**src/memRrPkg.sv**
```systemverilog
// ####################
// Shared widths, operand type enum, pipeline structs
// and the selective flush range check
// ####################

package memRrPkg;

    // Number of memory issue lanes sharing the read port
    localparam int numMemLanes = 2;

    typedef logic [31:0] DataWord;
    typedef logic [5:0]  PhysRegNum;
    typedef logic [4:0]  ActiveListPtr;
    typedef logic [7:0]  OpId;
    typedef logic [31:0] Addr;

    // Source operand kinds for memory micro-ops
    typedef enum logic [1:0] {
        OPND_REG  = 2'd0,
        OPND_PC   = 2'd1,
        OPND_ZERO = 2'd2
    } OperandType;

    // Issued load or store micro-op
    typedef struct packed {
        OpId          opId;
        Addr          pc;
        ActiveListPtr activeListPtr;
        PhysRegNum    srcRegA;
        PhysRegNum    srcRegB;
        OperandType   operandTypeA;
        OperandType   operandTypeB;
        PhysRegNum    dstReg;
        logic         writeReg;
        logic         isStore;
    } MemIssueOp;

    typedef struct packed {
        DataWord data;
        logic    valid;
    } Operand;

    // Micro-op with resolved operands, sent to execution
    typedef struct packed {
        MemIssueOp op;
        Operand    operandA;
        Operand    operandB;
    } MemExecOp;

    typedef struct packed {
        PhysRegNum regA;
        PhysRegNum regB;
    } RegReadReq;

    typedef struct packed {
        DataWord dataA;
        logic    readyA;
        DataWord dataB;
        logic    readyB;
    } RegReadResp;

    // Range is head inclusive to tail exclusive, may wrap
    typedef struct packed {
        logic         active;
        logic         all;
        ActiveListPtr head;
        ActiveListPtr tail;
    } FlushRange;

    function automatic logic inFlushRange(FlushRange range, ActiveListPtr ptr);
        logic hit;
        if (!range.active) begin
            hit = 1'b0;
        end else if (range.all) begin
            hit = 1'b1;
        end else if (range.head <= range.tail) begin
            hit = (ptr >= range.head) && (ptr < range.tail);
        end else begin
            // Wrapped range
            hit = (ptr >= range.head) || (ptr < range.tail);
        end
        return hit;
    endfunction

endpackage

```
**src/physRegFile.sv**
```systemverilog
// ####################
// Physical register file with ready bits,
// one dual-operand read port, writeback and allocate
// ####################

`timescale 1ns/1ns

module physRegFile #(
    parameter int numPhysRegs = 64
) (
    input  logic                  clk,
    input  logic                  rst,
    input  memRrPkg::RegReadReq   rdAddr,
    output memRrPkg::RegReadResp  rdResp,
    input  logic                  wbValid,
    input  memRrPkg::PhysRegNum   wbReg,
    input  memRrPkg::DataWord     wbData,
    input  logic                  allocValid,
    input  memRrPkg::PhysRegNum   allocReg
);

    memRrPkg::DataWord        regData [numPhysRegs];
    logic [numPhysRegs-1:0]   regReady;

    logic wbInRange;
    logic allocInRange;
    logic aInRange;
    logic bInRange;

    // Register numbers beyond the array are ignored
    assign wbInRange    = int'(wbReg) < numPhysRegs;
    assign allocInRange = int'(allocReg) < numPhysRegs;
    assign aInRange     = int'(rdAddr.regA) < numPhysRegs;
    assign bInRange     = int'(rdAddr.regB) < numPhysRegs;

    // Combinational read, sees the value before this cycle's write
    always_comb begin
        rdResp.dataA  = aInRange ? regData[rdAddr.regA] : '0;
        rdResp.readyA = aInRange ? regReady[rdAddr.regA] : 1'b0;
        rdResp.dataB  = bInRange ? regData[rdAddr.regB] : '0;
        rdResp.readyB = bInRange ? regReady[rdAddr.regB] : 1'b0;
    end

    always_ff @(posedge clk) begin
        if (rst) begin
            for (int i = 0; i < numPhysRegs; i++) begin
                regData[i] <= '0;
            end
            regReady <= '1;
        end else begin
            if (allocValid && allocInRange) begin
                regReady[allocReg] <= 1'b0;
            end
            // Writeback comes second so it wins over allocate
            if (wbValid && wbInRange) begin
                regData[wbReg]  <= wbData;
                regReady[wbReg] <= 1'b1;
            end
        end
    end

endmodule

```
**config.mk**
```make
export PLATFORM = sky130hd
export DESIGN_NAME = physRegFile
export DESIGN_NICKNAME = d
export VERILOG_FILES = /design/src/memRrPkg.sv /design/src/physRegFile.sv
export SDC_FILE = /design/constraint.sdc
export NUM_CORES = 2
export LEC_CHECK = 0
export BUFFER_PORTS_ARGS = -buffer_cell sky130_fd_sc_hd__buf_2
export CORE_ASPECT_RATIO = 0.8
export CORE_MARGIN = 2
export CORE_UTILIZATION = 30
export DETAILED_ROUTE_END_ITERATION = 10
export PLACE_DENSITY = 0.5
export REMOVE_ABC_BUFFERS = 1
export SYNTH_ARGS = -nofsm -noshare
export SYNTH_HDL_FRONTEND = slang
export SYNTH_SLANG_ARGS = --single-unit
export TNS_END_PERCENT = 1
```
**constraint.sdc**
```tcl
create_clock -name clk -period 3.5 [get_ports clk]
set_input_delay 0.7 -clock clk [delete_from_list [all_inputs] [get_ports clk]]
set_output_delay 0.7 -clock clk [all_outputs]
set_load 0.005 [all_outputs]
```
==> flow_summary_export.csv <==
group,metric,value,unit
placed_design,place_ws,-1.033,ns
timing,skew,0,ns
die,ios,126,
die,die_area,0.3822,mm2
layout,fillers,35228,
global_routing,grt_pass1_wl,690100,um
status,run_status,"complete, but fails checks",
setup_path,cp_max_fo,19,
detailed_routing,wl_per_cell,37.34,um
detailed_routing,via_per_inst,5.817,
timing,final-setup-viol-count,66,
setup_path,cp-start-kind,"primary input",
clock_tree,cts_tree,"done",
yosys,mappedNetlistArea,0.1132,mm2
yosys,synthFlopType,"edfxtp_1",
global_routing,grt_usage,26.15,%
detailed_routing,drt-initial-drc-count,13154,
die,die_h,553.4,um
flow_run,cap_violations,0,
timing,finalCritPeriodShare,108.7,%
detailed_routing,via_count,79964,
setup_path,reg2reg_from,"regReady[58]",
layout,layout-drive-gt1-share,37.16,%
clock_tree,cts_max_level,4,
global_routing,grt_pass1_vias,78863,
clock_tree,clock_sinks,2112,
worst_hold_path,hp-class,"primary input to register",
yosys,synth-seq-cells,2112,
placed_design,dpl_cell_area,0.1292,mm2
clock_tree,cts_buffers,233,
clock_tree,cts.path.max_buffers,4,
setup_path,r2r_cells,2,
layout,final_nets,8627,
setup_path,path_class,"primary input to primary output",
timing,drv_slew,0,
timing,slew_headroom,7.613,%
yosys,synth_cell_types,58,
yosys,synth.avg_cell_area,14.71,um2
power_and_ir_drop,p_leak,49.37,nW
yosys,async_flop_share,0,%
timing,worst_slew_pin_slew,1.386,ns
timing,final.setup.tns,-12.22,ns
setup_path,worstPathArrival,3.10,ns
placed_design,numPortBuffers,125,
timing,max_freq,262.8,MHz
worst_hold_path,worstHoldEndpoint,"regReady[56]",
setup_path,cp.required,2.80,ns
yosys,yosys_warnings,0,
yosys,seq_area_frac_synth,55.47,%
setup_path,critPathCaptureType,"primary output",
yosys,synth-edff-count,2048,
setup_path,reg2reg_slack,2.85,ns
timing,hold_violations,0,
layout,areaGrowthSynthToFinish,23.74,%
detailed_routing,drc,0,
die,num_rows,201,
timing,rsz0062_at_grt,"yes",
detailed_routing,wirelength,513300,um
clock_tree,ctsHoldBuffers,0,
clock_tree,clock_latency,0.92,ns
placed_design,hpwl,354700,um
timing,postLayoutSetupSlackWorst,-0.3049,ns
placed_design,place_congestion,0.9346,
power_and_ir_drop,vdd_drop_max,395.8,uV
die,die_w,690.7,um
worst_hold_path,hold_depth,3,
yosys,syn_inst,7697,
layout,fin_area,0.1401,mm2
setup_path,r2r-end,"regReady[58]",
die,initial_core_util,30.16,%
global_routing,grt-ovfl-total,0,
worst_hold_path,worstHoldStart,"allocReg[2]",
die,fp.coreArea,0.3752,mm2
clock_tree,root_buffer,"clkbuf_16",
global_routing,grt_max_degree,65,
clock_tree,clk_pin_slew,0.06,ns
power_and_ir_drop,pwr_density_cell,461.1,mW/mm2
detailed_routing,drtPass1Iterations,6,
global_routing,antenna_found_initial,86,
status,violations,"negative setup slack",
detailed_routing,drtAntennaViolNets,0,
timing,fin_crit,3.805,ns
## layout make-up
class                      instances  area (um2)  share of cell area, %
inverter                           2       7.507               0.005360
sequential                      2112       62780                  44.82
antenna                           20       50.05                0.03573
clock inverter                   137        1125                 0.8031
tap                             4973        6222                  4.443
timing repair buffer            1462       14910                  10.64
multi-input combinational       4756       48840                  34.87
clock buffer                     284        6127                  4.375
## state kept, by name, summed over array words and instances (netlist names)
name and cells:
regReady 64, regData 2048
## worst max-delay path, stage by stage
cell	delay [ns]
buf_16	0.15
or2_2	0.35
buf_4	0.20
buf_4	0.22
o22ai_2	0.26
nor3_1	0.08
buf_4	0.16
a211oi_1	0.23
buf_4	0.25
o2111a_2	0.28
buf_2	0.13
## metal layers
metal  part of all wire [%]  GRT usage (%)  vias up
li1                       -              -    31259
met5                  0.020              0        -
met2                     43          38.17     5488
met1                     40          36.43    42304
met3                     13          7.727      895
met4                    4.5          10.28       18
## where the power goes
group          total, mW  internal (mW)  switching, mW
logic               10.2           4.34           5.82
registers           29.7           29.0          0.731
clock network       24.7           13.7           11.0
total               64.6           47.0           17.6
## worst max path at each step
stage | to | start | slack, ns
3_5_place_dp | rdResp[47] | rdAddr[6] | -1.03
6_report | rdResp[53] | rdAddr[8] | -0.30
4_1_cts | rdResp[32] | regData[19][31] | -0.28
5_1_grt | rdResp[37] | rdAddr[8] | -0.28
3_3_place_gp | rdResp[49] | rdAddr[6] | -1.77
2_1_floorplan | rdResp[38] | rdAddr[8] | -0.08
## Yosys cell counts, types with 36 or more instances
library cell	instances	area, um2
nor3_1	36	180.2
mux2i_1	393	3934
dfxtp_1	64	1281
nor2b_1	37	231.5
nand2_1	113	424.2
o21ai_0	131	655.6
and2_1	2052	12840
or2_2	71	444.2
edfxtp_1	2048	61500
buf_1	47	176.4
a21oi_1	95	475.5
buf_2	139	695.7
nand2b_1	79	494.2
buf_4	75	563.0
a211oi_1	44	330.3
a221oi_1	78	683.2
mux4_2	935	21060
nor2_1	216	810.8
mux2_2	99	1115
o22ai_1	153	957.2
clkbuf_1	520	1952
## cell usage in the layout, fill, tap and decap left out, drive strengths merged, types with 7 or more instances in the layout
cell type,instances
clkinvlp,7
nand3b,15
mux2i,393
bufinv,18
mux4,935
a211oi,44
a31oi,9
a221oi,81
a311oi,33
o22a,9
o21ai,131
a32oi,7
or3b,7
or2,71
nand2,113
nor4,16
nor3b,7
clkinv,108
o22ai,153
nand2b,79
mux2,99
o221ai,35
edfxtp,2048
diode,20
clkbuf,286
nor2,217
buf,1454
nor2b,37
o211a,7
nor3,36
dfxtp,64
a21oi,95
nand3,14
a22oi,16
and2,2052
## through the flow
stage / hold WS [ns] / utilization [%] / instances / total power, mW
after CTS: 0.1710 / 37.09 / 13700 / 64.38
after detailed placement: 0.4643 / 34.43 / 13238 / 39.48
after global routing: 0.2387 / 37.32 / 13732 / 65.94
final: 0.2301 / 37.33 / 13746 / 64.59
after floorplan: 0.4381 / - / 6870 / 33.34
after global placement: 0.4588 / 34.42 / 13236 / 39.38
## kinds of logic after synthesis
family | after synthesis | synth area share (%)
buffers and inverters | 829 | 3.516
DFF | 2112 | 55.47
and+or+nand+nor | 2681 | 14.09
AOI/OAI and AO/OA | 648 | 3.865
muxes | 1427 | 23.07
## timing repair
item                                    4_1_cts  5_1_grt
pin swaps                                    55       25
buffers inserted                             33       28
endpoints found under the setup margin       66       66
resized for setup                           429      130
cloned                                       15        0
(Power assumes the default switching activity.)
