--- config.mk ---
export PLATFORM = sky130hd
export DESIGN_NAME = memRegReadStage
export DESIGN_NICKNAME = d
export VERILOG_FILES = /design/src/memRrPkg.sv /design/src/memRegReadStage.sv
export SDC_FILE = /design/constraint.sdc
export NUM_CORES = 1
export LEC_CHECK = 0
export BUFFER_PORTS_ARGS = -buffer_cell sky130_fd_sc_hd__buf_2
export CAP_MARGIN = 0
export CORE_AREA = 8 8 116 160
export CTS_CLUSTER_SIZE = 28
export DETAILED_ROUTE_END_ITERATION = 12
export DIE_AREA = 0 0 124 168
export GPL_ROUTABILITY_DRIVEN = 1
export HOLD_SLACK_MARGIN = 0.12
export MAX_ROUTING_LAYER = met4
export PLACE_DENSITY = 0.8
export SLEW_MARGIN = 20
export SYNTH_ARGS = -nofsm -noshare
export SYNTH_HDL_FRONTEND = slang
export SYNTH_SLANG_ARGS = --single-unit
--- constraint.sdc ---
create_clock -name clk -period 10.1 [get_ports clk]
set_clock_uncertainty 0.05 [all_clocks]
set_input_delay 0 -clock clk [delete_from_list [all_inputs] [get_ports clk]]
set_output_delay 0 -clock clk [all_outputs]
set_load 0.02 [all_outputs]
--- src/memRrPkg.sv ---
// ####################
// Shared widths, operand type enum, pipeline structs
// and the selective flush range check
// ####################

package memRrPkg;

    // Number of memory issue lanes sharing the read port
    localparam int numMemLanes = 2;

    typedef logic [31:0] DataWord;
    typedef logic [5:0]  PhysRegNum;
    typedef logic [4:0]  ActiveListPtr;
    typedef logic [7:0]  OpId;
    typedef logic [31:0] Addr;

    // Source operand kinds for memory micro-ops
    typedef enum logic [1:0] {
        OPND_REG  = 2'd0,
        OPND_PC   = 2'd1,
        OPND_ZERO = 2'd2
    } OperandType;

    // Issued load or store micro-op
    typedef struct packed {
        OpId          opId;
        Addr          pc;
        ActiveListPtr activeListPtr;
        PhysRegNum    srcRegA;
        PhysRegNum    srcRegB;
        OperandType   operandTypeA;
        OperandType   operandTypeB;
        PhysRegNum    dstReg;
        logic         writeReg;
        logic         isStore;
    } MemIssueOp;

    typedef struct packed {
        DataWord data;
        logic    valid;
    } Operand;

    // Micro-op with resolved operands, sent to execution
    typedef struct packed {
        MemIssueOp op;
        Operand    operandA;
        Operand    operandB;
    } MemExecOp;

    typedef struct packed {
        PhysRegNum regA;
        PhysRegNum regB;
    } RegReadReq;

    typedef struct packed {
        DataWord dataA;
        logic    readyA;
        DataWord dataB;
        logic    readyB;
    } RegReadResp;

    // Range is head inclusive to tail exclusive, may wrap
    typedef struct packed {
        logic         active;
        logic         all;
        ActiveListPtr head;
        ActiveListPtr tail;
    } FlushRange;

    function automatic logic inFlushRange(FlushRange range, ActiveListPtr ptr);
        logic hit;
        if (!range.active) begin
            hit = 1'b0;
        end else if (range.all) begin
            hit = 1'b1;
        end else if (range.head <= range.tail) begin
            hit = (ptr >= range.head) && (ptr < range.tail);
        end else begin
            // Wrapped range
            hit = (ptr >= range.head) || (ptr < range.tail);
        end
        return hit;
    endfunction

endpackage

--- src/memRegReadStage.sv ---
// ####################
// Register read stage for one memory lane
// Read slot, operand select, selective flush,
// output register toward execution
// ####################

`timescale 1ns/1ns

module memRegReadStage (
    input  logic                  clk,
    input  logic                  rst,

    // Issue side
    input  logic                  issueValid,
    output logic                  issueReady,
    input  memRrPkg::MemIssueOp   issueOp,

    // Execution side
    output logic                  execValid,
    input  logic                  execReady,
    output memRrPkg::MemExecOp    execOp,

    input  memRrPkg::FlushRange   flush,

    // Shared read port
    output logic                  rdReq,
    output memRrPkg::RegReadReq   rdAddr,
    input  logic                  rdGrant,
    input  memRrPkg::RegReadResp  rdResp
);

    // Picks register data, pc or zero for one source
    function automatic memRrPkg::Operand selectOperand(
        memRrPkg::OperandType opndType,
        memRrPkg::DataWord    regData,
        logic                 regReady,
        memRrPkg::Addr        pc
    );
        memRrPkg::Operand result;
        case (opndType)
            memRrPkg::OPND_REG: begin
                result.data  = regData;
                result.valid = regReady;
            end
            memRrPkg::OPND_PC: begin
                result.data  = pc;
                result.valid = 1'b1;
            end
            default: begin
                result.data  = '0;
                result.valid = 1'b1;
            end
        endcase
        return result;
    endfunction

    // Read slot
    logic                slotValid;
    memRrPkg::MemIssueOp slotOp;

    // Output register
    logic                outValid;
    memRrPkg::MemExecOp  outOp;

    logic               flushSlot;
    logic               flushOut;
    logic               acceptIssue;
    logic               execFire;
    logic               outFree;
    logic               readDone;
    memRrPkg::MemExecOp nextExecOp;

    assign flushSlot = slotValid && memRrPkg::inFlushRange(flush, slotOp.activeListPtr);
    assign flushOut  = outValid && memRrPkg::inFlushRange(flush, outOp.op.activeListPtr);

    // No new op while a flush is in progress
    assign issueReady  = !slotValid && !flush.active;
    assign acceptIssue = issueValid && issueReady;

    // A flushed op is never offered downstream
    assign execValid = outValid && !flushOut;
    assign execOp    = outOp;
    assign execFire  = execValid && execReady;

    // Output register is empty or emptying this cycle
    assign outFree = !outValid || flushOut || execReady;

    assign rdReq       = slotValid && !flushSlot && outFree;
    assign rdAddr.regA = slotOp.srcRegA;
    assign rdAddr.regB = slotOp.srcRegB;
    assign readDone    = rdReq && rdGrant;

    // Operands come straight from the read response
    always_comb begin
        nextExecOp.op       = slotOp;
        nextExecOp.operandA = selectOperand(
            slotOp.operandTypeA, rdResp.dataA, rdResp.readyA, slotOp.pc
        );
        nextExecOp.operandB = selectOperand(
            slotOp.operandTypeB, rdResp.dataB, rdResp.readyB, slotOp.pc
        );
    end

    always_ff @(posedge clk) begin
        if (rst) begin
            slotValid <= 1'b0;
            outValid  <= 1'b0;
        end else begin
            // Slot fills on issue, drains on grant or flush
            if (acceptIssue) begin
                slotValid <= 1'b1;
            end else if (readDone || flushSlot) begin
                slotValid <= 1'b0;
            end

            if (readDone) begin
                outValid <= 1'b1;
            end else if (execFire || flushOut) begin
                outValid <= 1'b0;
            end
        end
    end

    // Payload registers
    always_ff @(posedge clk) begin
        if (acceptIssue) begin
            slotOp <= issueOp;
        end
        if (readDone) begin
            outOp <= nextExecOp;
        end
    end

endmodule

==> impl_metrics.yaml <==
synth:
  ys_ff_latch: 206
  yosys_warnings: 0
  syn_nets: 626
  synth_cell_types: 33
  postSynthAreaPerCell_sq_um: 17.55
  synth_area_sq_um: 7915
  postSynthCellCount: 451
  synth-edff-count: 204
  synthArstFlopShare: 0
  ys.flop_type: "edfxtp_1"
  synth.yosys.seq_area_share: 0.7790
sta:
  setup_ws_ps: 6342
  setup_viol: 0
  timing.setup.tns_ps: 0
  period_needed_ps: 3758
  tightest_slew_ps: 818.7
  drv_slew: 0
  fin_crit_sh: 0.3721
  clock.fmax_ghz: 0.2661
  holdWs_ps: 178.9
  rsz0062_at_grt: "false"
  slew_headroom: 0.4542
  hold_viol_final: 0
die:
  start_util: 0.4915
  core-area_sq_um: 16100
  pin_count: 302
  die_x_um: 124
  dieArea_sq_um: 20830
  rows: 55
  fp.dieH_um: 168
clock_network:
  cts.path.max_buffers: 3
  cts_setup_buffers: 0
  ctsHtreeMaxLevel: 1
  cts_buffers: 19
  ctsHoldBuffers: 140
  clk_pin_slew_ps: 70
  cts_tree: "done"
  cts_root_buf: "clkbuf_16"
  post_cts_resized: 0
  clock_latency_ps: 480
  numClockSinks: 206
routing:
  ant_nets: 0
  drtPass1Iterations: 7
  drt_iter0_drc: 479
  post_drt_via_cell_ratio: 5.186
  wl_per_cell_um: 22.02
  vias: 5730
  drc: 0
  wl_um: 24330
min_path:
  whs_path_depth: 2
  hp-class: "input pin to flip-flop"
finish:
  fin_cells: 1105
  utilization: 0.7203
  drive_gt1_frac: 0.3883
  area_growth_pct: 46.54
  final_nets: 1066
  stdcell_area_sq_um: 11600
  fill_cells: 1006
global_routing:
  grt_max_degree: 90
  antenna_found_initial: 2
  grt_pass1_wl_um: 35230
  grt_pass1_vias: 6376
  globalRouteTotalUtil: 0.2309
  grt_overflow: 0
pwr:
  p_leak_nw: 4.869
  peakVddDrop_mv: 0.1568
  power_density_nw_per_um2: 161.5
  finalPower_mw: 1.873
status:
  outcome: "complete, no violations"
setup_path:
  reg2reg_depth: 8
  r2r-start: "execOp[92]$_DFFE_PP_"
  startpoint_type: "flip-flop"
  critPathKind: "flip-flop to flip-flop"
  crit_arrival_ps: 3800
  worstSetupEndpoint: "execOp[1]$_DFFE_PP_"
  rrSetupSlack_ps: 6340
  rr_endpoint: "execOp[1]$_DFFE_PP_"
  end_kind: "flip-flop"
  crit_start: "execOp[92]$_DFFE_PP_"
  cp_max_fo: 89
  required_ps: 10140
place:
  placed_cell_area_sq_um: 9573
  place_ws_ps: 6157
  port_buffers: 301
  gp_congestion: 0.8296
  place_inst: 929
  dp_hpwl_um: 15980
run:
  maxCapViolations: 0
synthesized netlist by cell type, drive strengths merged, types with 2 or more instances:
library cell / instances / share of area
edfxtp: 204 / 0.77
nor2: 66 / 0.032
mux2i: 64 / 0.081
ha: 23 / 0.036
clkbuf: 16 / 0.0076
inv: 14 / 0.0066
buf: 12 / 0.011
a21oi: 7 / 0.0049
nand2: 7 / 0.0033
o21ai: 5 / 0.0032
a31oi: 4 / 0.0032
nand2b: 4 / 0.0032
a21o: 3 / 0.0030
dfxtp: 2 / 0.0051
nand3: 2 / 0.0013
nor2b: 2 / 0.0016
nor3: 2 / 0.0025
or3: 2 / 0.0016
report_power, final:
| group | internal (mW) | switching, mW | leakage [nW] |
|---|---|---|---|
| Sequential | 0.971 | 0.0133 | 1.89 |
| Clock | 0.407 | 0.301 | 0.296 |
| Combinational | 0.0898 | 0.0924 | 2.68 |
flip-flops by register name (all words and copies together), names as in the netlist:
register	flops
execOp	135
rdAddr	12
slotValid	1
outValid	1
nextExecOp	57
worst min path at each step:
stage	end	from
finish	nextExecOp[119]$_DFFE_PP_	issueOp[53]
global route	nextExecOp[105]$_DFFE_PP_	issueOp[39]
CTS	nextExecOp[107]$_DFFE_PP_	issueOp[41]
detailed placement	nextExecOp[107]$_DFFE_PP_	issueOp[41]
global placement	nextExecOp[107]$_DFFE_PP_	issueOp[41]
floorplan	slotValid$_SDFFE_PP0P_	rst
worst max-delay path: stages, from the launching register on:
cell and delay [ps]:
edfxtp_1 420, ha_1 330, a21oi_1 140, o21ai_0 100, a31oi_1 350, nor3_2 110
o31ai_2 390, o211a_4 680, buf_6 700
area by class of cell:
| type | instances | area [sq um] | share of cell area |
|---|---|---|---|
| Tap cell | 199 | 249.0 | 0.02147 |
| Clock inverter | 12 | 118.9 | 0.01025 |
| Antenna cell | 2 | 5.005 | 0.0004315 |
| Inverter | 14 | 52.55 | 0.004531 |
| Clock buffer | 22 | 496.7 | 0.04283 |
| Timing Repair Buffer | 447 | 2957 | 0.2549 |
| Multi-Input combinational cell | 203 | 1554 | 0.1340 |
| Sequential cell | 206 | 6166 | 0.5316 |
layer usage:
metal  vias to the layer above  global-route usage  part of all wire
met5                         -                   -                 0
met4                         0              0.1329             0.057
met3                        84             0.03783             0.074
met2                       306              0.4082              0.53
met1                      2785              0.2331              0.34
li1                       2555                   -                 -
layout by cell type (no fill, tap or decap), types with 2 or more instances in the layout:
cell / netlist / layout
a21oi_1: 6 / 6
nand3_1: 2 / 2
ha_1: 23 / 23
clkbuf_1: 16 / 2
clkinvlp_4: 0 / 3
nand2b_1: 4 / 4
clkinv_2: 0 / 4
bufinv_16: 0 / 2
nor2b_1: 2 / 2
edfxtp_1: 204 / 204
clkinv_1: 0 / 2
nor3_2: 2 / 2
nand2_1: 7 / 7
inv_1: 14 / 13
or3_1: 2 / 2
dlygate4sd3_1: 0 / 140
nor2_1: 65 / 65
diode_2: 0 / 2
a21o_1: 2 / 2
mux2i_1: 64 / 64
a31oi_1: 4 / 4
buf_4: 12 / 5
clkbuf_16: 0 / 19
dfxtp_1: 2 / 2
o21ai_0: 5 / 5
buf_2: 0 / 301
logic make-up after synthesis:
kind of cell,synth area share
flops,0.7790
simple gates,0.04806
mux,0.08094
buf+inv,0.02561
compound gates,0.03003
fa+ha+maj,0.03636
Power figures use the tool's default switching activity.
